===== src/design/riscv_isa_pkg.sv =====
// RV64 instruction set definitions
`default_nettype none

package riscv_isa_pkg;

    // field widths
    localparam int XLEN      = 64;  // integer register width
    localparam int ILEN      = 32;  // base encoding only, no compressed
    localparam int REG_IDX_W = 5;
    localparam int OPCODE_W  = 7;
    localparam int FUNCT3_W  = 3;
    localparam int FUNCT7_W  = 7;

    typedef logic [XLEN-1:0]      xlen_t;     // register and data value
    typedef logic [XLEN-1:0]      addr_t;     // instruction address
    typedef logic [ILEN-1:0]      instr_t;
    typedef logic [REG_IDX_W-1:0] reg_idx_t;  // x0..x31
    typedef logic [OPCODE_W-1:0]  opcode_t;
    typedef logic [FUNCT3_W-1:0]  funct3_t;
    typedef logic [FUNCT7_W-1:0]  funct7_t;

    // major opcodes, instr[6:0]
    localparam opcode_t OP_LUI    = 7'b0110111;
    localparam opcode_t OP_AUIPC  = 7'b0010111;
    localparam opcode_t OP_IMM    = 7'b0010011;  // addi and friends
    localparam opcode_t OP_REG    = 7'b0110011;  // add, sub, ...
    localparam opcode_t OP_JAL    = 7'b1101111;
    localparam opcode_t OP_BRANCH = 7'b1100011;

    // minor selectors
    localparam funct3_t F3_ADD = 3'b000;  // shared by addi, add and sub
    localparam funct3_t F3_BEQ = 3'b000;
    localparam funct3_t F3_BNE = 3'b001;
    localparam funct7_t F7_SUB = 7'b0100000;

    // addi x0, x0, 0
    localparam instr_t INSTR_NOP = 32'h0000_0013;

endpackage

`default_nettype wire


===== src/design/core_pipe_pkg.sv =====
// Core pipeline stage types
`default_nettype none

package core_pipe_pkg;

    import riscv_isa_pkg::*;

    // one fetched word and where it came from
    typedef struct packed {
        instr_t instr;
        addr_t  pc;
    } fetch_entry_t;

    // change of flow from execute, one cycle wide
    typedef struct packed {
        logic  taken;
        addr_t target;
    } redirect_t;

    // what a retiring instruction did
    typedef struct packed {
        addr_t    pc;
        reg_idx_t rd;
        logic     we;     // low for branches, x0 and unknown opcodes
        xlen_t    value;
    } retire_t;

    typedef enum logic [1:0] {
        FETCH_IDLE,       // waiting for queue space
        FETCH_REQ,        // req high, waiting for ack
        FETCH_RELEASE     // req low, waiting for ack to drop
    } fetch_state_t;

endpackage

`default_nettype wire


===== src/design/fetch_queue.sv =====
// Flushable instruction queue
`timescale 1ns/1ps
`default_nettype none

module fetch_queue
    import core_pipe_pkg::*;
#(
    parameter int QUEUE_DEPTH = 2   // power of two, 2 or more
) (
    input  logic         clk_1hz,
    input  logic         reset_n,
    input  logic         push_valid,
    input  fetch_entry_t push_entry,
    output logic         push_ready,
    output logic         head_valid,
    output fetch_entry_t head_entry,
    input  logic         pop,
    input  logic         flush
);

    localparam int PTR_W = $clog2(QUEUE_DEPTH);
    localparam int CNT_W = PTR_W + 1;   // room for the full count

    fetch_entry_t     mem [QUEUE_DEPTH];
    logic [PTR_W-1:0] rd_ptr;
    logic [PTR_W-1:0] wr_ptr;
    logic [CNT_W-1:0] count;
    logic             do_push;
    logic             do_pop;

    assign push_ready = (count != CNT_W'(QUEUE_DEPTH));
    assign head_valid = (count != '0);
    assign head_entry = mem[rd_ptr];     // show-ahead head

    // flush beats a push in the same cycle
    assign do_push = push_valid && push_ready && !flush;
    assign do_pop  = pop && head_valid && !flush;

    always_ff @(posedge clk_1hz) begin
        if (do_push) begin
            mem[wr_ptr] <= push_entry;
        end
    end

    always_ff @(posedge clk_1hz or negedge reset_n) begin
        if (!reset_n) begin
            rd_ptr <= '0;
            wr_ptr <= '0;
            count  <= '0;
        end else if (flush) begin
            rd_ptr <= '0;   // drop everything on redirect
            wr_ptr <= '0;
            count  <= '0;
        end else begin
            if (do_push) wr_ptr <= wr_ptr + 1'b1;   // wraps, depth is 2^n
            if (do_pop) rd_ptr <= rd_ptr + 1'b1;
            case ({do_push, do_pop})
                2'b10:   count <= count + 1'b1;
                2'b01:   count <= count - 1'b1;
                default: count <= count;   // none, or both at once
            endcase
        end
    end

endmodule

`default_nettype wire


===== config.mk =====
export PLATFORM = sky130hd
export DESIGN_NAME = fetch_queue
export DESIGN_NICKNAME = d
export VERILOG_FILES = /design/src/design/riscv_isa_pkg.sv /design/src/design/core_pipe_pkg.sv /design/src/design/fetch_queue.sv
export SDC_FILE = /design/constraint.sdc
export NUM_CORES = 1
export LEC_CHECK = 0
export ABC_AREA = 1
export BUFFER_PORTS_ARGS = -buffer_cell sky130_fd_sc_hd__buf_4
export CORE_UTILIZATION = 45
export DETAILED_ROUTE_END_ITERATION = 7
export PLACE_DENSITY = 0.81
export SETUP_SLACK_MARGIN = 0.4
export SLEW_MARGIN = 10
export SYNTH_ARGS = -nofsm -noshare
export SYNTH_HDL_FRONTEND = slang
export SYNTH_SLANG_ARGS = --single-unit
export TNS_END_PERCENT = 20

===== constraint.sdc =====
create_clock -name clk_1hz -period 16.4 [get_ports clk_1hz]
set_input_delay 1.64 -clock clk_1hz [delete_from_list [all_inputs] [get_ports clk_1hz]]
set_output_delay 1.64 -clock clk_1hz [all_outputs]
set_load 0.05 [all_outputs]

Word-level counts from Yosys, hierarchy flattened --
Memories as Yosys holds them, arrays and structs flattened. Cells that the tools add are included. W data, S select, Z words.
Cells by class: $add $sub $neg 4, multiply operators 0, divide/modulo/power cells 0, order comparisons 0, equality and inequality tests 3, shift-type cells 0, mux-type cells 8, bitwise logic cells 0, reduce and logical (&&, ||, !) cells 9
Operators with widths (number):
- $mux W1 | 6
- $reduce_bool A2 Y1 | 3
- $logic_and A1 B1 Y1 | 4
- $pmux W2 S2 | 1
- $reduce_bool A3 Y1 | 1
- $add A1 B1 Y1 const B | 2
- $add A2 B1 Y2 const B | 1
- $eq A2 B1 Y1 const B | 1
- $eq A2 B2 Y1 const B | 1
- $mux W2 | 1
- $ne A2 B2 Y1 const B | 1
- $sub A2 B1 Y2 const B | 1
- $logic_not A1 Y1 | 1
Word-level totals: register bits after elaboration 4, latch bits 0, bits in writable memories 192, bits in read-only memories 0, input port bits 101, logic and storage cells 28, memories kept 1
Memories:
- mem | words 2, width 96, read ports 1, clocked after memory_dff 0, wr ports 1, line fetch_queue.sv:24 | fetch_entry_t mem [QUEUE_DEPTH];

Depth between registers and ports, before layout --
Gate-level depths: netlist of run 1.
depth in word-level cells 6, gate-level depth with buffers 8, mapped depth without buffers 8

Worst setup path before layout of run 1 --
OpenSTA, ideal clock, no wires.
path type in2reg, start input flush, end memory mem[0][0] (netlist name), enable pin, library setup time 0.552 ns, data arrival time 5.924 ns, setup slack 9.924 ns, stages 3, buffers on the path 0, cell sequence inv_1 nand3_2 nor2_1
On the way: longest elaborated chain between the ends 4
RTL lines:
- start, declared | line fetch_queue.sv:18 | input logic flush
- $logic_not A1 Y1 | line fetch_queue.sv:36 | assign do_push = push_valid && push_ready && !flush;
- $logic_and A1 B1 Y1 | line fetch_queue.sv:36
- $mux W1 | line fetch_queue.sv:40 | if (do_push) begin
- $mux W1 (not written as such) | line fetch_queue.sv:41 | mem[wr_ptr] <= push_entry;
- end, declared | line fetch_queue.sv:24
Every way passes these cells.

==> results of run 1 <==
==> routing by layer <==
layer / routed length (µm) / vias up
li1: - / 2212
met1: 5616 / 2091
met2: 7021 / 149
met3: 1136 / 16
met4: 233 / 0
met5: 0 / -
==> how the worst max path moves through the flow <==
stage	cells after the start	end	slack [ns]
6_report	5	head_entry[42]	12.02
5_1_grt	5	head_entry[85]	11.79
3_3_place_gp	5	head_entry[85]	12.42
2_1_floorplan	3	mem[0][0]$_DFFE_PP_	9.92
3_5_place_dp	5	head_entry[85]	12.42
4_1_cts	5	head_entry[85]	11.97
==> cell type report <==
class,count,area [µm²],share of cell area (%)
clock buffers,17,425.4,4.464
clock inverters,14,182.7,1.917
inverters,7,27.53,0.2889
multi-input cells,314,1236,12.97
flip-flops and latches,196,5869,61.59
well taps,211,264.0,2.770
repair buffers,203,1524,15.99
==> through the flow <==
stage | hold WS, ns | setup WS (ns) | utilization (%) | instance area, µm² | cells
2_1_floorplan | 0.4690 | 9.924 | - | 7229 | 538
3_3_place_gp | 0.5396 | 12.42 | 57.83 | 8921 | 931
3_5_place_dp | 0.5503 | 12.42 | 57.83 | 8921 | 931
4_1_cts | 0.5597 | 11.97 | 61.77 | 9529 | 962
5_1_grt | 0.5942 | 11.79 | 61.77 | 9529 | 962
6_report | 0.5606 | 12.02 | 61.77 | 9529 | 962
==> layout by cell type, fill, tap and decap left out <==
| master | netlist | layout |
|---|---|---|
| clkinv_2 | 0 | 2 |
| o21ai_1 | 3 | 3 |
| nand2_2 | 2 | 2 |
| nand3_2 | 1 | 1 |
| nor2_4 | 2 | 4 |
| dfrtp_4 | 0 | 1 |
| inv_1 | 4 | 4 |
| a21oi_1 | 1 | 1 |
| clkinvlp_4 | 0 | 1 |
| xnor2_1 | 1 | 1 |
| clkbuf_16 | 0 | 17 |
| clkinv_1 | 0 | 4 |
| inv_2 | 3 | 2 |
| nand3_1 | 4 | 4 |
| clkinv_4 | 0 | 1 |
| buf_4 | 2 | 203 |
| bufinv_16 | 0 | 4 |
| edfxtp_1 | 192 | 192 |
| nand2_1 | 295 | 295 |
| o21ai_0 | 1 | 1 |
| dfrtp_1 | 4 | 3 |
| inv_6 | 0 | 3 |
| nor2_1 | 4 | 2 |
==> sequential cells by signal, summed over array words and instances, names as in the netlist <==
signal	count
count	2
rd_ptr	1
wr_ptr	1
mem	192
==> logic make-up after synthesis <==
group,after synthesis,share of synthesized area [%]
AND/OR/NAND/NOR,308,16.42
buffers and inverters,28,1.973
AO/OA/AOI/OAI,5,0.3459
flip-flops,196,81.14
XOR/XNOR,1,0.1212
==> power by group <==
part / switching [mW] / internal, mW / total (mW)
Clock: 0.170 / 0.254 / 0.423
Combinational: 0.350 / 0.126 / 0.475
Sequential: 0.0192 / 0.600 / 0.619
==> flow_metrics.env, run 1 <==
export IMPL_r2r_slack_ns=13.94
export IMPL_core_area_um2=15430
export IMPL_hold_depth=1
export IMPL_synth_top_area_share_pct=79.75
export IMPL_max_stage_delay_ns=0.72
export IMPL_grtUsageMet1_pct=20.63
export IMPL_drc_errors=0
export IMPL_power_leakage_nw=3.992
export IMPL_postCtsSetupBuffers=0
export IMPL_setup_violations=0
export IMPL_die_x_um=128.8
export IMPL_grt_most_used_layer="met2"
export IMPL_async_flop_share_pct=2.041
export IMPL_grt_pass1_wl_um=21600
export IMPL_hold_path_class="reg -> reg"
export IMPL_crit_slowest_cell="dfrtp_4"
export IMPL_ir_worst_vdd_mv=0.08458
export IMPL_antenna_left=0
export IMPL_synthTopCellsByArea="edfxtp_1, nand2_1, dfrtp_1, buf_2, buf_6"
export IMPL_ys_flop_type="edfxtp_1"
export IMPL_num_vias=4468
export IMPL_cts_tree="yes"
export IMPL_fin_setup_tns_ns=0
export IMPL_start_util_pct=46.86
export IMPL_r2r_end="mem[1][33]$_DFFE_PP_"
export IMPL_ctsResizeCount=0
export IMPL_rsz0062_at_grt="false"
export IMPL_crit_start="rd_ptr$_DFFE_PN0P_"
export IMPL_io_buffers=198
export IMPL_status="complete, no violations"
export IMPL_met3_usage_pct=6.528
export IMPL_min_period_ns=4.375
export IMPL_cp_top_family="buffers and inverters"
export IMPL_grt_max_degree=80
export IMPL_place_gp_congestion=0.7222
export IMPL_hp_start="wr_ptr$_DFFE_PN0P_"
export IMPL_cts_buffer_depth=2
export IMPL_holdPathEnd="wr_ptr$_DFFE_PN0P_"
export IMPL_drt_pass1_iterations=4
export IMPL_path_clk_slew_ns=0.06
export IMPL_maxSlewHeadroom_pct=28.08
export IMPL_die_area_um2=16580
export IMPL_final_nets=840
export IMPL_synth_edff_count=192
export IMPL_period_share_pct=26.68
export IMPL_yosysMostFrequentCell="nand2_1"
export IMPL_synth_cell_types=18
export IMPL_cts_root_buf="clkbuf_16"
export IMPL_power_density_nw_per_um2=159.2
export IMPL_syn_area_per_cell_um2=13.44
export IMPL_track_usage_pct=17.67
export IMPL_htreeDepth=4
export IMPL_holdBufCountCts=0
export IMPL_synthCells=538
export IMPL_endpoint_kind="primary output"
export IMPL_worstReg2RegStart="count[0]$_DFFE_PN0P_"
export IMPL_totalWireLength_um=14010
export IMPL_critPathMaxFanout=57
export IMPL_numCtsBuffers=17
export IMPL_synthToLayoutAreaGrowth_pct=31.81
export IMPL_vias_per_cell=4.644
export IMPL_synth_warnings=0
export IMPL_required_ns=14.76
export IMPL_start_kind="flip-flop"
export IMPL_reg2regPathDepth=5
export IMPL_fin_worst_skew_ns=0.006943
export IMPL_cap_viol_max_count=0
export IMPL_grt_ovfl_total=0
export IMPL_top_level_ports=199
export IMPL_syn_nets=639
export IMPL_antenna_found_initial=0
export IMPL_yosysSeqAreaShare_pct=81.14
export IMPL_tightest_slew_ns=1.079
export IMPL_wl_per_cell_um=14.56
export IMPL_synth_area_um2=7229
export IMPL_hold_violations=0
export IMPL_row_count=45
export IMPL_drt_iter0_drc=255
export IMPL_hpwl_um=9062
export IMPL_total_power_mw=1.517
export IMPL_yosysTopAreaCell="edfxtp_1"
export IMPL_die_y_um=128.8
export IMPL_cts_sinks=196
export IMPL_ys_seq_elements=196
export IMPL_path_buf_inv=3
export IMPL_num_fill_cells=1206
export IMPL_grtUsageMet2_pct=29.54
export IMPL_num_antenna_cells=0
export IMPL_arrival_ns=2.74
export IMPL_synthTopCellsByCount="nand2_1, edfxtp_1, buf_2"
export IMPL_drv_slew=0
export IMPL_path_cells="clkinv_2 -> buf_4 -> nand2_1 -> nand2_1 -> buf_4"
export IMPL_layout_drive_gt1_share_pct=32.09
export IMPL_worst_setup_path_type="reg -> out"
export IMPL_grt_pass1_vias=4455
export IMPL_fmaxAchievable_ghz=0.2286
export IMPL_insertion_delay_ns=0.42
(Power assumes the default switching activity.)
==> inputs of run 2 (changes only) <==
==> constraint.sdc (replaced) <==
create_clock -name clk_1hz -period 4.1 [get_ports clk_1hz]
set_input_delay 0.41 -clock clk_1hz [delete_from_list [all_inputs] [get_ports clk_1hz]]
set_output_delay 0.41 -clock clk_1hz [all_outputs]
set_load 0.05 [all_outputs]
==> flow_metrics.env, run 2 (same netlist as run 1, synthesis figures left out) <==
export IMPL_status="complete, no violations"
export IMPL_arrival_ns=2.40
export IMPL_worstReg2RegStart="count[0]$_DFFE_PN0P_"
export IMPL_grt_pass1_wl_um=21360
export IMPL_vias_per_cell=4.720
export IMPL_drt_iter0_drc=275
export IMPL_hold_violations=0
export IMPL_power_density_nw_per_um2=632.1
export IMPL_track_usage_pct=17.53
export IMPL_min_period_ns=2.808
export IMPL_grt_ovfl_total=0
export IMPL_power_leakage_nw=3.991
export IMPL_die_area_um2=16580
export IMPL_start_util_pct=46.86
export IMPL_cap_viol_max_count=0
export IMPL_antenna_found_initial=0
export IMPL_core_area_um2=15430
export IMPL_hpwl_um=9033
export IMPL_fin_area_um2=9532
export IMPL_setup_ws_ns=1.292
export IMPL_hold_depth=1
export IMPL_hold_path_class="in -> reg"
export IMPL_hp_start="push_entry[4]"
export IMPL_die_y_um=128.8
export IMPL_endpoint_kind="primary output"
export IMPL_fin_worst_skew_ns=0.006703
export IMPL_die_x_um=128.8
export IMPL_htreeDepth=4
export IMPL_layout_drive_gt1_share_pct=32.27
export IMPL_rsz0062_at_grt="false"
export IMPL_wl_per_cell_um=14.60
export IMPL_drc_errors=0
export IMPL_worst_setup_path_type="reg -> out"
export IMPL_insertion_delay_ns=0.42
export IMPL_required_ns=3.69
export IMPL_top_register="mem"
export IMPL_dp_slack_ns=1.677
export IMPL_fmaxAchievable_ghz=0.3561
export IMPL_period_share_pct=68.50
export IMPL_grt_max_degree=97
export IMPL_num_vias=4550
export IMPL_cts_buffer_depth=2
export IMPL_reg_top3="mem (192), count (2)"
export IMPL_io_buffers=198
export IMPL_holdBufCountCts=1
export IMPL_cts_root_buf="clkbuf_16"
export IMPL_start_kind="flip-flop"
export IMPL_ctsResizeCount=0
export IMPL_setup_violations=0
export IMPL_r2r_end="mem[0][25]$_DFFE_PP_"
export IMPL_antenna_left=0
export IMPL_maxSlewHeadroom_pct=31.05
export IMPL_drv_slew=0
export IMPL_fin_setup_tns_ns=0
export IMPL_cts_sinks=196
export IMPL_postCtsSetupBuffers=0
export IMPL_path_clk_slew_ns=0.07
export IMPL_top_level_ports=199
export IMPL_synthToLayoutAreaGrowth_pct=31.84
export IMPL_tightest_slew_ns=1.034
export IMPL_row_count=45
export IMPL_final_nets=843
export IMPL_numCtsBuffers=17
export IMPL_num_antenna_cells=0
export IMPL_place_gp_congestion=0.8047
export IMPL_final_cell_mix="nand2_1, buf_4, edfxtp_1"
export IMPL_largest_register_ffs=192
export IMPL_critPathMaxFanout=66
export IMPL_totalWireLength_um=14070
export IMPL_mostFrequentLayoutCell="nand2_1"
export IMPL_holdPathEnd="mem[0][4]$_DFFE_PP_"
export IMPL_drt_pass1_iterations=4
export IMPL_cts_tree="yes"
export IMPL_reg2regPathDepth=5
export IMPL_ir_worst_vdd_mv=0.3281
export IMPL_placed_cell_area_um2=8936
export IMPL_grt_pass1_vias=4509
export IMPL_r2r_slack_ns=2.29
[run 2: worst max path at each step]
stage / endpoint / depth (start not counted) / slack [ns] / startpoint
after detailed placement: head_entry[46] / 5 / 1.68 / rd_ptr$_DFFE_PN0P_
after floorplan: mem[1][0]$_DFFE_PP_ / 4 / 0.34 / count[0]$_DFFE_PN0P_
final: head_entry[46] / 5 / 1.29 / rd_ptr$_DFFE_PN0P_
after CTS: head_entry[46] / 5 / 1.21 / rd_ptr$_DFFE_PN0P_
after global routing: head_entry[48] / 5 / 1.11 / rd_ptr$_DFFE_PN0P_
after global placement: head_entry[41] / 5 / 1.69 / rd_ptr$_DFFE_PN0P_
[run 2: area by class of cell]
cell class / instances / area (µm²)
repair buffers: 206 / 1549
well taps: 211 / 264.0
fillers: 1194 / 5896
inverters: 7 / 27.53
multi-input cells: 314 / 1236
flip-flops and latches: 196 / 5869
clock inverters: 11 / 152.6
clock buffers: 19 / 432.9
[run 2: worst max-delay path, cell delays in order (launching register included)]
cell and delay (ns):
dfrtp_4 0.41, clkinv_2 0.71, buf_4 0.51, nand2_1 0.09, nand2_1 0.06, buf_4 0.19
[run 2: metrics by stage]
stage	utilization, %	power [mW]	hold WS, ns	instances
floorplan	-	3.832	0.1144	538
global placement	57.92	4.419	0.2098	933
detailed placement	57.92	4.449	0.2127	933
CTS	61.78	6.079	0.1488	964
global route	61.78	6.268	0.1477	964
finish	61.78	6.025	0.1705	964
[run 2: metal layers]
layer,track usage [%],vias to the layer above,wire [µm],part of all wire (%)
li1,-,2218,-,-
met1,18.53,2123,5322,38
met2,31.89,181,7399,53
met3,5.447,28,1022,7.3
met4,8.097,0,327,2.3
met5,0,-,0,0
[run 2: report_power, final]
group          switching (mW)  internal (mW)
Sequential             0.0496           2.40
Clock                   0.674          0.959
Combinational            1.43          0.513
Total                    2.15           3.87
