===== src/design/riscv_isa_pkg.sv =====
// RV64 instruction set definitions
`default_nettype none

package riscv_isa_pkg;

    // field widths
    localparam int XLEN      = 64;  // integer register width
    localparam int ILEN      = 32;  // base encoding only, no compressed
    localparam int REG_IDX_W = 5;
    localparam int OPCODE_W  = 7;
    localparam int FUNCT3_W  = 3;
    localparam int FUNCT7_W  = 7;

    typedef logic [XLEN-1:0]      xlen_t;     // register and data value
    typedef logic [XLEN-1:0]      addr_t;     // instruction address
    typedef logic [ILEN-1:0]      instr_t;
    typedef logic [REG_IDX_W-1:0] reg_idx_t;  // x0..x31
    typedef logic [OPCODE_W-1:0]  opcode_t;
    typedef logic [FUNCT3_W-1:0]  funct3_t;
    typedef logic [FUNCT7_W-1:0]  funct7_t;

    // major opcodes, instr[6:0]
    localparam opcode_t OP_LUI    = 7'b0110111;
    localparam opcode_t OP_AUIPC  = 7'b0010111;
    localparam opcode_t OP_IMM    = 7'b0010011;  // addi and friends
    localparam opcode_t OP_REG    = 7'b0110011;  // add, sub, ...
    localparam opcode_t OP_JAL    = 7'b1101111;
    localparam opcode_t OP_BRANCH = 7'b1100011;

    // minor selectors
    localparam funct3_t F3_ADD = 3'b000;  // shared by addi, add and sub
    localparam funct3_t F3_BEQ = 3'b000;
    localparam funct3_t F3_BNE = 3'b001;
    localparam funct7_t F7_SUB = 7'b0100000;

    // addi x0, x0, 0
    localparam instr_t INSTR_NOP = 32'h0000_0013;

endpackage

`default_nettype wire


===== src/design/core_pipe_pkg.sv =====
// Core pipeline stage types
`default_nettype none

package core_pipe_pkg;

    import riscv_isa_pkg::*;

    // one fetched word and where it came from
    typedef struct packed {
        instr_t instr;
        addr_t  pc;
    } fetch_entry_t;

    // change of flow from execute, one cycle wide
    typedef struct packed {
        logic  taken;
        addr_t target;
    } redirect_t;

    // what a retiring instruction did
    typedef struct packed {
        addr_t    pc;
        reg_idx_t rd;
        logic     we;     // low for branches, x0 and unknown opcodes
        xlen_t    value;
    } retire_t;

    typedef enum logic [1:0] {
        FETCH_IDLE,       // waiting for queue space
        FETCH_REQ,        // req high, waiting for ack
        FETCH_RELEASE     // req low, waiting for ack to drop
    } fetch_state_t;

endpackage

`default_nettype wire


===== src/design/fetch_unit.sv =====
// Instruction fetch with four-phase memory port
`timescale 1ns/1ps
`default_nettype none

module fetch_unit
    import riscv_isa_pkg::*;
    import core_pipe_pkg::*;
#(
    parameter addr_t RESET_PC = '0
) (
    input  logic         clk_1hz,
    input  logic         reset_n,
    output logic         imem_req,
    output addr_t        imem_addr,
    input  logic         imem_ack,
    input  instr_t       imem_rdata,
    output logic         push_valid,
    output fetch_entry_t push_entry,
    input  logic         push_ready,
    input  redirect_t    redirect
);

    fetch_state_t state;
    addr_t        pc;         // next address to fetch
    logic         discard;    // in-flight word belongs to the old path
    logic         capture;

    assign imem_req = (state == FETCH_REQ);   // straight from the state flop
    assign capture  = (state == FETCH_REQ) && imem_ack;

    always_ff @(posedge clk_1hz or negedge reset_n) begin
        if (!reset_n) begin
            state      <= FETCH_IDLE;
            pc         <= RESET_PC;
            imem_addr  <= RESET_PC;
            discard    <= 1'b0;
            push_valid <= 1'b0;
        end else begin
            // queue took it, or the flush threw it away
            if (push_valid && (push_ready || redirect.taken)) begin
                push_valid <= 1'b0;
            end
            if (redirect.taken) begin
                pc <= redirect.target;
            end

            case (state)
                FETCH_IDLE: begin
                    // one word outstanding at most, so no overwrite of push_entry
                    if (push_ready && !push_valid) begin
                        imem_addr <= redirect.taken ? redirect.target : pc;
                        state     <= FETCH_REQ;
                    end
                end
                FETCH_REQ: begin
                    if (imem_ack) begin
                        state   <= FETCH_RELEASE;
                        discard <= 1'b0;
                        if (!redirect.taken && !discard) begin
                            push_valid <= 1'b1;     // pushed next cycle
                            pc         <= pc + 64'd4;
                        end
                    end else if (redirect.taken) begin
                        discard <= 1'b1;  // finish the handshake, drop the word
                    end
                end
                FETCH_RELEASE: begin
                    if (!imem_ack) begin
                        state <= FETCH_IDLE;  // new req only after ack seen low
                    end
                end
                default: state <= FETCH_IDLE;
            endcase
        end
    end

    // payload, qualified by push_valid
    always_ff @(posedge clk_1hz) begin
        if (capture) begin
            push_entry <= '{instr: imem_rdata, pc: imem_addr};
        end
    end

endmodule

`default_nettype wire


===== config.mk =====
export PLATFORM = sky130hd
export DESIGN_NAME = fetch_unit
export DESIGN_NICKNAME = d
export VERILOG_FILES = /design/src/design/riscv_isa_pkg.sv /design/src/design/core_pipe_pkg.sv /design/src/design/fetch_unit.sv
export SDC_FILE = /design/constraint.sdc
export NUM_CORES = 1
export LEC_CHECK = 0
export BUFFER_PORTS_ARGS = -buffer_cell sky130_fd_sc_hd__buf_2
export CORE_MARGIN = 8
export CORE_UTILIZATION = 42
export CTS_BUF_LIST = sky130_fd_sc_hd__clkbuf_8
export DETAILED_ROUTE_END_ITERATION = 8
export GPL_TIMING_DRIVEN = 1
export PLACE_DENSITY = 0.73
export SLEW_MARGIN = 20
export SYNTH_ARGS = -nofsm -noshare
export SYNTH_HDL_FRONTEND = slang
export SYNTH_SLANG_ARGS = --single-unit

===== constraint.sdc =====
create_clock -name clk_1hz -period 3.61 [get_ports clk_1hz]
set_input_delay 1.083 -clock clk_1hz [delete_from_list [all_inputs] [get_ports clk_1hz]]
set_output_delay 1.083 -clock clk_1hz [all_outputs]
set_load 0.05 [all_outputs]

## Word-level counts from Yosys, hierarchy flattened

Index checks and enable logic that the tools add are counted.

- Flip-flop bits (word level): 228
- Output and inout bits: 162

- Add/subtract/negate cells: 1
- Eq/ne operators: 5
- Multiplexer cells: 14
- Reduce and logical (&&, ||, !) cells: 13

Operators by type and width:

| kind | number |
|---|---|
| $mux 64 | 4 |
| $add 64x3->64 const B | 1 |
| $mux 1 | 6 |
| $mux 2 | 3 |
| $pmux 2 s3 | 1 |
| $logic_and 1x1->1 | 4 |
| $ne 2x2->1 const B | 2 |
| $reduce_and 2->1 | 2 |
| $logic_not 1->1 | 3 |
| $reduce_and 3->1 | 1 |
| $eq 2x1->1 const B | 1 |
| $eq 2x2->1 const B | 1 |
| $logic_not 2->1 | 1 |
| $ne 2x1->1 const B | 1 |
| $reduce_bool 2->1 | 1 |
| $logic_or 1x1->1 | 1 |

## Logic depth before layout (Yosys ltp)

Gate-level depths: netlist (run 1).

- Depth after elaboration: 6
- Mapped depth: 7
- Depth with buffers taken out: 6

## Worst setup path before layout (run 1)

No wires, ideal clock.

- Kind: input to register
- Start point: input imem_ack
- End point: register push_entry[0] in the netlist's numbering (enable)
- Data arrival time: 3.114 ns
- Setup slack: 0.046 ns
- Stages: 2
- Cells stage by stage: nand3b_1 -> inv_1

- Longest elaborated chain between the ends: 1

RTL lines:

| what | RTL line | source |
|---|---|---|
| start: declaration | fetch_unit.sv:15 | `input logic imem_ack,` |
| $logic_and 1x1->1 | fetch_unit.sv:29 | `assign capture = (state == FETCH_REQ) && imem_ack;` |
| via capture | fetch_unit.sv:26 | `logic capture;` |
| end signal: assignment | fetch_unit.sv:80 | `push_entry <= '{instr: imem_rdata, pc: imem_addr};` |
| end: declaration | fetch_unit.sv:18 | `output fetch_entry_t push_entry,` |

The timed path passes the listed nets, and every way through them passes these cells.
A chain may end at the register's enable or synchronous reset.

## Worst setup path after layout (run 1)

- Start point: input imem_ack
- End point: register pc[53]

- Longest elaborated chain between the ends: 2

RTL lines:

| what | RTL line | source |
|---|---|---|
| $mux 64 | fetch_unit.sv:56 | `if (imem_ack) begin` |
| $mux 64 | fetch_unit.sv:47 | `case (state)` |
| end signal: assignment | fetch_unit.sv:44 | `pc <= redirect.target;` |
| end signal: assignment | fetch_unit.sv:61 | `pc <= pc + 64'd4;` |
| end: declaration | fetch_unit.sv:24 | `addr_t pc;` |

Every way passes these cells.

==> impl_metrics.csv, run 1 <==
group,metric,value,unit
flow_run,max_cap_violations,0,
layout,final_util,53.7,%
power,p_per_area,836,nW/µm²
setup_path,crit_fanout,12,
logic_synthesis,synth_top_area_share,34.2,%
layout,area_growth,25.5,%
clock_network,clock_latency,0.53,ns
setup_path,crit_required,4.07,ns
floorplanning,die_w,168,µm
logic_synthesis,yosysTopAreaCell,"dfrtp_1",
layout,nets,1234,
routing,drc,0,
sta,min_period_over_period,76.5,%
clock_network,cts_tree,"yes",
sta,slew_viol_final,0,
logic_synthesis,synth.most_common_cell,"dfrtp_1",
logic_synthesis,synth_seq_area_share,64.1,%
grt,grt_max_degree,134,
floorplanning,ioPinCount,263,
logic_synthesis,ys_top_cells_by_count,"dfrtp_1, nand2_1, edfxtp_1",
setup_path,slowest_stage,"or4b_1",
floorplanning,num_rows,55,
floorplanning,die_y,168,µm
grt,antenna_found_initial,6,
logic_synthesis,ys_ff_latch,228,
placement,hpwl,18.3,mm
layout,drive_above_1_share,29.9,%
grt,grt_first_pass_wirelength,40.6,mm
clock_network,clk_pin_slew_worst_paths,0.06,ns
clock_network,post-cts-setup-buffer-count,0,
layout,nFillCells,2033,
clock_network,post_cts_resized,0,
power,leakagePower,5.11,nW
logic_synthesis,yosysWarnings,0,
setup_path,start_kind,"input pin",
sta,fmax,362,MHz
sta,fin_setup_tns,0,ns
layout,finalNonFillerCells,1451,
logic_synthesis,syn-instance-count,858,
placement,io_buffers,262,
logic_synthesis,synth-edff-count,96,
logic_synthesis,synth_cell_types,49,
routing,routedWlPerCell,17.8,µm
hold_path,hp-class,"flop to flop",
power,total_power,10.1,mW
setup_path,worst-path-buf-inv,1,
routing,vias,7729,
logic_synthesis,netlist_area,9650,µm²
setup_path,crit_chain,"buf_2 > nand4bb_4 > or3_4 > or4b_1 > or4_1 > nand3_1",
logic_synthesis,synth_ff_type,"dfrtp_1",
clock_network,htreeDepth,2,
placement,post-place-cells,1376,
sta,hold_viol,0,
power,ir_worst_vdd,0.000516,V
logic_synthesis,syn-num-nets,960,
status,outcome,"finished, final reports clean",
floorplanning,dieArea,28100,µm²
sta,fin_crit,2.76,ns
routing,first_pass_iters,6,
setup_path,critPathKind,"input pin to flop",
grt,overflow,0,
logic_synthesis,synth-async-reset-ratio,57.9,%
floorplanning,core,22600,µm²
grt,first_global_vias,7606,
placement,pre_cts_ws,0.294,ns
clock_network,cts.sinks,228,
logic_synthesis,postSynthAreaPerCell,11.3,µm²
floorplanning,start_util,42.8,%
clock_network,cts_hold_buf,0,
routing,route.antenna.remaining_nets,0,
setup_path,endpoint_kind,"flop",
sta,fin_skew,0.0170,ns
logic_synthesis,synth_area_leaders,"dfrtp_1, edfxtp_1, nand2_1, nor2_1, a31oi_1",
routing,vias_per_cell,5.33,
grt,grt_usage,17.7,%
sta,tightest_slew,0.837,ns
setup_path,crit_family,"simple AND/OR/NAND/NOR gates",
clock_network,cts_root_buf,"clkbuf_8",
sta,setup_viol,0,
setup_path,slowest_delay,0.72,ns
clock_network,cts_buffers,39,
placement,place.gp.congestion,0.796,
sta,relSlewSlack,43.7,%
clock_network,clockBufferDepth,3,
sta,fin_ws,0.848,ns
sta,rsz0062_at_grt,"false",
routing,wirelength,25.9,mm
routing,drtIter0Drc,665,
setup_path,cp.arrival,3.22,ns
metrics by stage:
step	instance area [µm²]	hold WS (ns)
4_1_cts	12100	0.468
2_1_floorplan	9650	0.468
3_3_place_gp	11400	0.457
3_5_place_dp	11400	0.455
5_1_grt	12100	0.482
6_report	12100	0.466
report_power, final:
part,switching (mW),internal [mW],total [mW]
clock network,1.01,1.18,2.19
logic,3.02,0.877,3.90
registers,0.483,3.56,4.04
cell families after synthesis:
logic type      Yosys count  share of synthesized area (%)
simple gates            361                           18.7
flops                   228                           64.1
compound gates          148                           8.92
buf+inv                  60                           2.37
xor+xnor                 37                           3.36
mux                      23                           2.48
fa+ha+maj                 1                          0.130
worst register-to-register path, stage by stage, from the launching register on:
cell and delay (ns):
dfrtp_1 0.45, nand4_1 0.17, nor4_1 0.75, nand4_1 0.59
or4_1 0.66, nand3_1 0.08
path summary, 6_finish.rpt:
kind                            depth (start not counted)  slack [ns]                        to                       from
worst max-delay path                                    6        0.85          pc[53]$_DFF_PN0_                   imem_ack
worst min-delay path                                    0        0.47  push_entry[20]$_DFFE_PP_  imem_addr[20]$_DFFE_PN0P_
worst max register to register                          5        0.87          pc[58]$_DFF_PN0_           pc[17]$_DFF_PN0_
worst min register to register                          0        0.47  push_entry[20]$_DFFE_PP_  imem_addr[20]$_DFFE_PN0P_
max in group asynchronous                               2        2.34          pc[14]$_DFF_PN0_                    reset_n
min in group asynchronous                               1        0.54  imem_addr[2]$_DFFE_PN0P_                    reset_n
cell type report:
| class | instances | area, µm² | area share [%] |
|---|---|---|---|
| inverters | 13 | 51.3 | 0.423 |
| clock inverters | 23 | 93.8 | 0.774 |
| repair buffers | 280 | 1520 | 12.5 |
| multi-input cells | 570 | 3250 | 26.8 |
| flip-flops and latches | 228 | 6190 | 51.1 |
| diodes | 5 | 12.5 | 0.103 |
| well taps | 285 | 357 | 2.94 |
| clock buffers | 47 | 647 | 5.34 |
cell usage in the layout, fill, tap and decap left out, types with 27 or more instances in the layout:
cell | Yosys | routed
buf_2 | 2 | 260
nand4_1 | 27 | 27
edfxtp_1 | 96 | 96
nand2_1 | 121 | 121
o21ai_0 | 38 | 38
nor2_1 | 84 | 84
a21oi_1 | 45 | 45
a31oi_1 | 43 | 43
clkbuf_8 | 0 | 47
inv_1 | 12 | 33
dfrtp_1 | 132 | 132
nand3_1 | 29 | 29
per-layer routing:
| layer | vias to the layer above | track usage, % | part of all wire [%] |
|---|---|---|---|
| li1 | 3692 | - | - |
| met4 | 4 | 6.33 | 2.2 |
| met3 | 51 | 5.27 | 7.9 |
| met1 | 3712 | 22.0 | 42 |
| met5 | - | 0 | 0.085 |
| met2 | 270 | 28.8 | 48 |
state kept, by name, summed over array words and instances, names as in the netlist:
signal and flops:
discard 1, imem_addr 64, pc 64, push_entry 96, push_valid 1, state 2
(Power assumes the default switching activity.)
==> run 2: changes to the inputs <==
--- a/config.mk
+++ b/config.mk
@@ -11,7 +11,7 @@
 export CTS_BUF_LIST = sky130_fd_sc_hd__clkbuf_8
 export DETAILED_ROUTE_END_ITERATION = 8
 export GPL_TIMING_DRIVEN = 1
-export PLACE_DENSITY = 0.73
+export PLACE_DENSITY = 0.76
 export SLEW_MARGIN = 20
 export SYNTH_ARGS = -nofsm -noshare
 export SYNTH_HDL_FRONTEND = slang
==> constraint.sdc (replaced) <==
create_clock -name clk_1hz -period 2.4 [get_ports clk_1hz]
set_input_delay 0.72 -clock clk_1hz [delete_from_list [all_inputs] [get_ports clk_1hz]]
set_output_delay 0.72 -clock clk_1hz [all_outputs]
set_load 0.05 [all_outputs]
==> run 2 against run 1 <==
Effect of this change:
- clock power is 65% higher
- sequential cell count stayed put
- sequential power increased by 49%
- cell area grew 4.3%
- core utilization up 2.3 points
- register-to-register slack worse by 0.73 ns
- critical path depth down 3
- via count grew 3.8%
- worst hold slack got worse by 0.29 ns
- final cell count rose by 4.0%
- total power rose by 55%
- largest cell class unchanged
==> impl_metrics.csv, run 2 (same netlist as run 1, synthesis figures left out) <==
group,metric,value,unit
sta,tightest_slew,0.589,ns
setup_path,crit_family,"buffers and inverters",
grt,grt_first_pass_wirelength,43.1,mm
routing,drc,0,
sta,fin_ws,0.116,ns
layout,drive_above_1_share,33.5,%
routing,vias,8019,
status,outcome,"finished, final reports clean",
floorplanning,die_y,168,µm
floorplanning,dieArea,28100,µm²
clock_network,clk_pin_slew_worst_paths,0.06,ns
routing,route.antenna.remaining_nets,0,
clock_network,cts_hold_buf,0,
placement,place.gp.congestion,0.857,
setup_path,start_kind,"flop",
layout,largest_reg_flops,96,
grt,grt_usage,18.7,%
power,leakagePower,5.35,nW
flow_run,max_cap_violations,0,
sta,fin_crit,2.28,ns
hold_path,hp-class,"input pin to async pin",
clock_network,clockBufferDepth,3,
sta,hold_viol,0,
sta,setup_viol,0,
layout,top_regs,"push_entry (96), imem_addr (64), pc (64)",
routing,drtIter0Drc,589,
sta,rsz0062_at_grt,"false",
clock_network,cts.sinks,228,
layout,top_register,"push_entry",
power,switching_share,43.9,%
layout,final_common_cell,"buf_2",
sta,min_period_over_period,95.2,%
layout,layout_common_cells,"buf_2, dfrtp_1, nand2_1",
placement,io_buffers,262,
power,p_sw,6.91,mW
placement,hpwl,19.7,mm
sta,slew_viol_final,0,
routing,routedWlPerCell,17.9,µm
floorplanning,num_rows,55,
clock_network,clock_latency,0.53,ns
setup_path,worst-path-buf-inv,2,
routing,wirelength,27.1,mm
setup_path,crit_chain,"buf_4 > nor2b_1 > clkbuf_4",
sta,fin_skew,0.0126,ns
power,p_int,8.83,mW
grt,antenna_found_initial,9,
routing,vias_per_cell,5.31,
setup_path,slowest_stage,"dfrtp_1",
routing,first_pass_iters,5,
power,ir_worst_vdd,0.000801,V
setup_path,endpoint_kind,"output port",
setup_path,crit_required,1.68,ns
power,p_per_area,1250,nW/µm²
grt,grt_max_degree,74,
floorplanning,die_w,168,µm
setup_path,cp.arrival,1.56,ns
power,clkPwrFrac,23.0,%
power,seqPwrFrac,38.3,%
placement,pre_cts_ws,-0.140,ns
grt,first_global_vias,8271,
setup_path,crit_fanout,5,
grt,overflow,0,
power,total_power,15.7,mW
clock_network,cts_root_buf,"clkbuf_8",
layout,nets,1287,
floorplanning,core,22600,µm²
clock_network,cts_buffers,41,
sta,relSlewSlack,60.8,%
sta,fmax,438,MHz
floorplanning,start_util,42.8,%
floorplanning,ioPinCount,263,
clock_network,cts_tree,"yes",
layout,area_growth,30.9,%
power,combinationalPowerShare,38.7,%
clock_network,htreeDepth,2,
setup_path,slowest_delay,0.38,ns
sta,fin_worst_hold_slack,0.174,ns
setup_path,critPathKind,"flop to output port",
run 2: cell type report:
type                       instances  area, µm²
multi-input combinational        570       3250
clock inverter                    27        169
timing repair buffer             331       1940
tap                              285        357
fill                            1974       9940
inverter                          13       52.6
clock buffer                      48        661
antenna                            7       17.5
sequential                       228       6190
run 2: path summary, 6_finish.rpt:
kind / end / depth (start not counted) / slack (ns) / from
setup / recovery: imem_req / 3 / 0.12 / state[0]$_DFFE_PN0P_
hold / removal: imem_addr[10]$_DFFE_PN0P_ / 1 / 0.17 / reset_n
setup reg to reg: pc[53]$_DFF_PN0_ / 5 / 0.14 / pc[5]$_DFF_PN0_
hold reg to reg: push_entry[20]$_DFFE_PP_ / 0 / 0.46 / imem_addr[20]$_DFFE_PN0P_
max in group asynchronous: pc[45]$_DFF_PN0_ / 2 / 1.61 / reset_n
min in group clk_1hz: push_entry[91]$_DFFE_PP_ / 1 / 0.37 / imem_rdata[27]
run 2: per-layer routing:
layer / wire length, µm / track usage, %
met1: 11000 / 22.3
met2: 13500 / 31.6
met3: 2020 / 5.45
met4: 566 / 7.10
met5: 18 / 0
run 2: stage by stage:
step	instances	TNS [ns]	utilization (%)	area, µm²
2_1_floorplan	858	-34.21	-	9660
3_3_place_gp	1427	-0.458	52.2	11800
4_1_cts	1502	0	55.9	12600
5_1_grt	1509	0	56.0	12600
6_report	1509	0	56.0	12600
3_5_place_dp	1427	-0.705	52.2	11800
run 2: power by group through the flow:
stage / combinational, mW / clock (mW) / sequential [mW]
after floorplan: 1.40 / 0 / 9.02
after global placement: 6.05 / 0 / 6.05
after detailed placement: 6.14 / 0 / 6.11
after CTS: 6.16 / 3.72 / 6.05
after global routing: 6.46 / 3.89 / 6.17
final: 6.09 / 3.62 / 6.02
run 2: timing repair:
action | CTS | global route
endpoints found under the setup margin | 0 | 1
resized for setup | 0 | 1
setup buffers | 0 | 0
==> run 3: changes to the inputs <==
--- a/config.mk
+++ b/config.mk
@@ -11,7 +11,7 @@
 export CTS_BUF_LIST = sky130_fd_sc_hd__clkbuf_8
 export DETAILED_ROUTE_END_ITERATION = 8
 export GPL_TIMING_DRIVEN = 1
-export PLACE_DENSITY = 0.76
+export PLACE_DENSITY = 0.73
 export SLEW_MARGIN = 20
 export SYNTH_ARGS = -nofsm -noshare
 export SYNTH_HDL_FRONTEND = slang
==> constraint.sdc (replaced) <==
create_clock -name clk_1hz -period 2.6 [get_ports clk_1hz]
set_input_delay 0.78 -clock clk_1hz [delete_from_list [all_inputs] [get_ports clk_1hz]]
set_output_delay 0.78 -clock clk_1hz [all_outputs]
set_load 0.05 [all_outputs]
==> run 3 against run 2 <==
Effect of this change:
- critical path depth grew 2
- via count decreased by 3.8%
- core utilization is 1.3 points lower
- first-iteration DRC count is 2.5% lower
- register-to-register slack improved by 0.09 ns
- highest routed layer unchanged
==> impl_metrics.csv, run 3 (same netlist as run 1, synthesis figures left out) <==
group,metric,value,unit
layout,top_register,"push_entry",
grt,antenna_found_initial,6,
clock_network,cts_tree,"yes",
routing,vias,7716,
floorplanning,dieArea,28100,µm²
sta,min_period_over_period,91.3,%
setup_path,critPathKind,"flop to flop",
layout,nets,1252,
routing,routedWlPerCell,17.9,µm
sta,hold_viol,0,
layout,final_common_cell,"buf_2",
power,clkPwrFrac,22.5,%
floorplanning,die_y,168,µm
setup_path,endpoint_kind,"flop",
clock_network,cts_buffers,39,
hold_path,hp-class,"input pin to async pin",
power,seqPwrFrac,39.2,%
layout,drive_above_1_share,31.4,%
setup_path,start_kind,"flop",
grt,first_global_vias,7822,
sta,fin_crit,2.37,ns
power,ir_worst_vdd,0.000811,V
routing,drc,0,
placement,hpwl,18.8,mm
layout,stdcell_area,12300,µm²
sta,rsz0062_at_grt,"false",
power,p_per_area,1160,nW/µm²
sta,slew_viol_final,0,
clock_network,cts_hold_buf,0,
layout,top_regs,"push_entry (96), imem_addr (64), pc (64)",
placement,place.gp.congestion,0.846,
clock_network,post-cts-setup-buffer-count,0,
power,switching_share,44.1,%
routing,wirelength,26.3,mm
power,combinationalPowerShare,38.3,%
placement,io_buffers,262,
clock_network,clk_pin_slew_worst_paths,0.06,ns
floorplanning,num_rows,55,
routing,drtIter0Drc,574,
setup_path,crit_fanout,6,
flow_run,max_cap_violations,0,
sta,fin_ws,0.227,ns
sta,tightest_slew,0.512,ns
grt,grt_usage,18.2,%
placement,pre_cts_ws,-0.122,ns
clock_network,cts.sinks,228,
setup_path,crit_required,3.06,ns
sta,relSlewSlack,65.4,%
clock_network,clockBufferDepth,3,
layout,area_growth,27.8,%
layout,layout_common_cells,"buf_2, dfrtp_1, nand2_1",
power,p_int,7.99,mW
floorplanning,die_w,168,µm
clock_network,htreeDepth,2,
sta,fin_skew,0.0180,ns
layout,largest_reg_flops,96,
clock_network,post_cts_resized,0,
power,p_sw,6.30,mW
sta,fin_worst_hold_slack,0.152,ns
setup_path,cp.arrival,2.84,ns
floorplanning,core,22600,µm²
sta,fmax,421,MHz
routing,vias_per_cell,5.25,
floorplanning,ioPinCount,263,
grt,overflow,0,
clock_network,cts_root_buf,"clkbuf_8",
power,leakagePower,5.21,nW
floorplanning,start_util,42.8,%
routing,first_pass_iters,7,
grt,grt_max_degree,88,
routing,route.antenna.remaining_nets,0,
clock_network,clock_latency,0.53,ns
sta,setup_viol,0,
placement,dpl_cell_area,11500,µm²
status,outcome,"finished, final reports clean",
layout,nFillCells,2022,
grt,grt_first_pass_wirelength,41.6,mm
## run 3: power groups by stage
stage               Clock (mW)  Combinational (mW)  Sequential [mW]
floorplan                    0                1.30             8.33
global placement             0                5.45             5.63
detailed placement           0                5.52             5.68
CTS                       3.32                5.53             5.63
global route              3.48                5.79             5.75
finish                    3.21                5.48             5.60
## run 3: critical path, stage by stage, from the launching register on
cell	delay, ns
dfrtp_1	0.46
nand4bb_4	0.23
or3_4	0.39
or4b_1	0.66
or4_1	0.51
nand3_1	0.08
## run 3: final cells by class
class,count,area (µm²),share of cell area [%]
tap,285,357,2.89
multi-input combinational,570,3250,26.4
clock inverter,18,67.6,0.548
sequential,228,6190,50.2
inverter,13,52.6,0.426
antenna,5,12.5,0.101
timing repair buffer,298,1680,13.6
clock buffer,53,729,5.91
## run 3: worst paths after layout
| kind | start | end | slack, ns | cells past startpoint |
|---|---|---|---|---|
| setup / recovery | state[1]$_DFFE_PN0P_ | pc[53]$_DFF_PN0_ | 0.23 | 5 |
| hold / removal | reset_n | imem_addr[13]$_DFFE_PN0P_ | 0.15 | 1 |
| setup reg to reg | state[1]$_DFFE_PN0P_ | pc[53]$_DFF_PN0_ | 0.23 | 5 |
| hold reg to reg | imem_addr[45]$_DFFE_PN0P_ | push_entry[45]$_DFFE_PP_ | 0.47 | 0 |
| max in group asynchronous | reset_n | pc[43]$_DFF_PN0_ | 1.83 | 2 |
| min in group clk_1hz | imem_rdata[10] | push_entry[74]$_DFFE_PP_ | 0.44 | 1 |
## run 3: through the flow
step	cells	power [mW]	TNS [ns]	utilization, %
floorplan	858	9.63	-20.70	-
global placement	1394	11.1	-0.310	51.1
detailed placement	1394	11.2	-0.410	51.1
CTS	1465	14.5	0	54.6
global route	1469	15.0	0	54.6
finish	1470	14.3	0	54.6
## run 3: layer usage
| layer | up-vias | part of all wire [%] | GRT usage [%] |
|---|---|---|---|
| met3 | 62 | 6.7 | 5.34 |
| met4 | 4 | 2.6 | 7.18 |
| met1 | 3695 | 42 | 22.4 |
| met2 | 234 | 49 | 29.8 |
| met5 | - | 0.080 | 0 |
| li1 | 3721 | - | - |
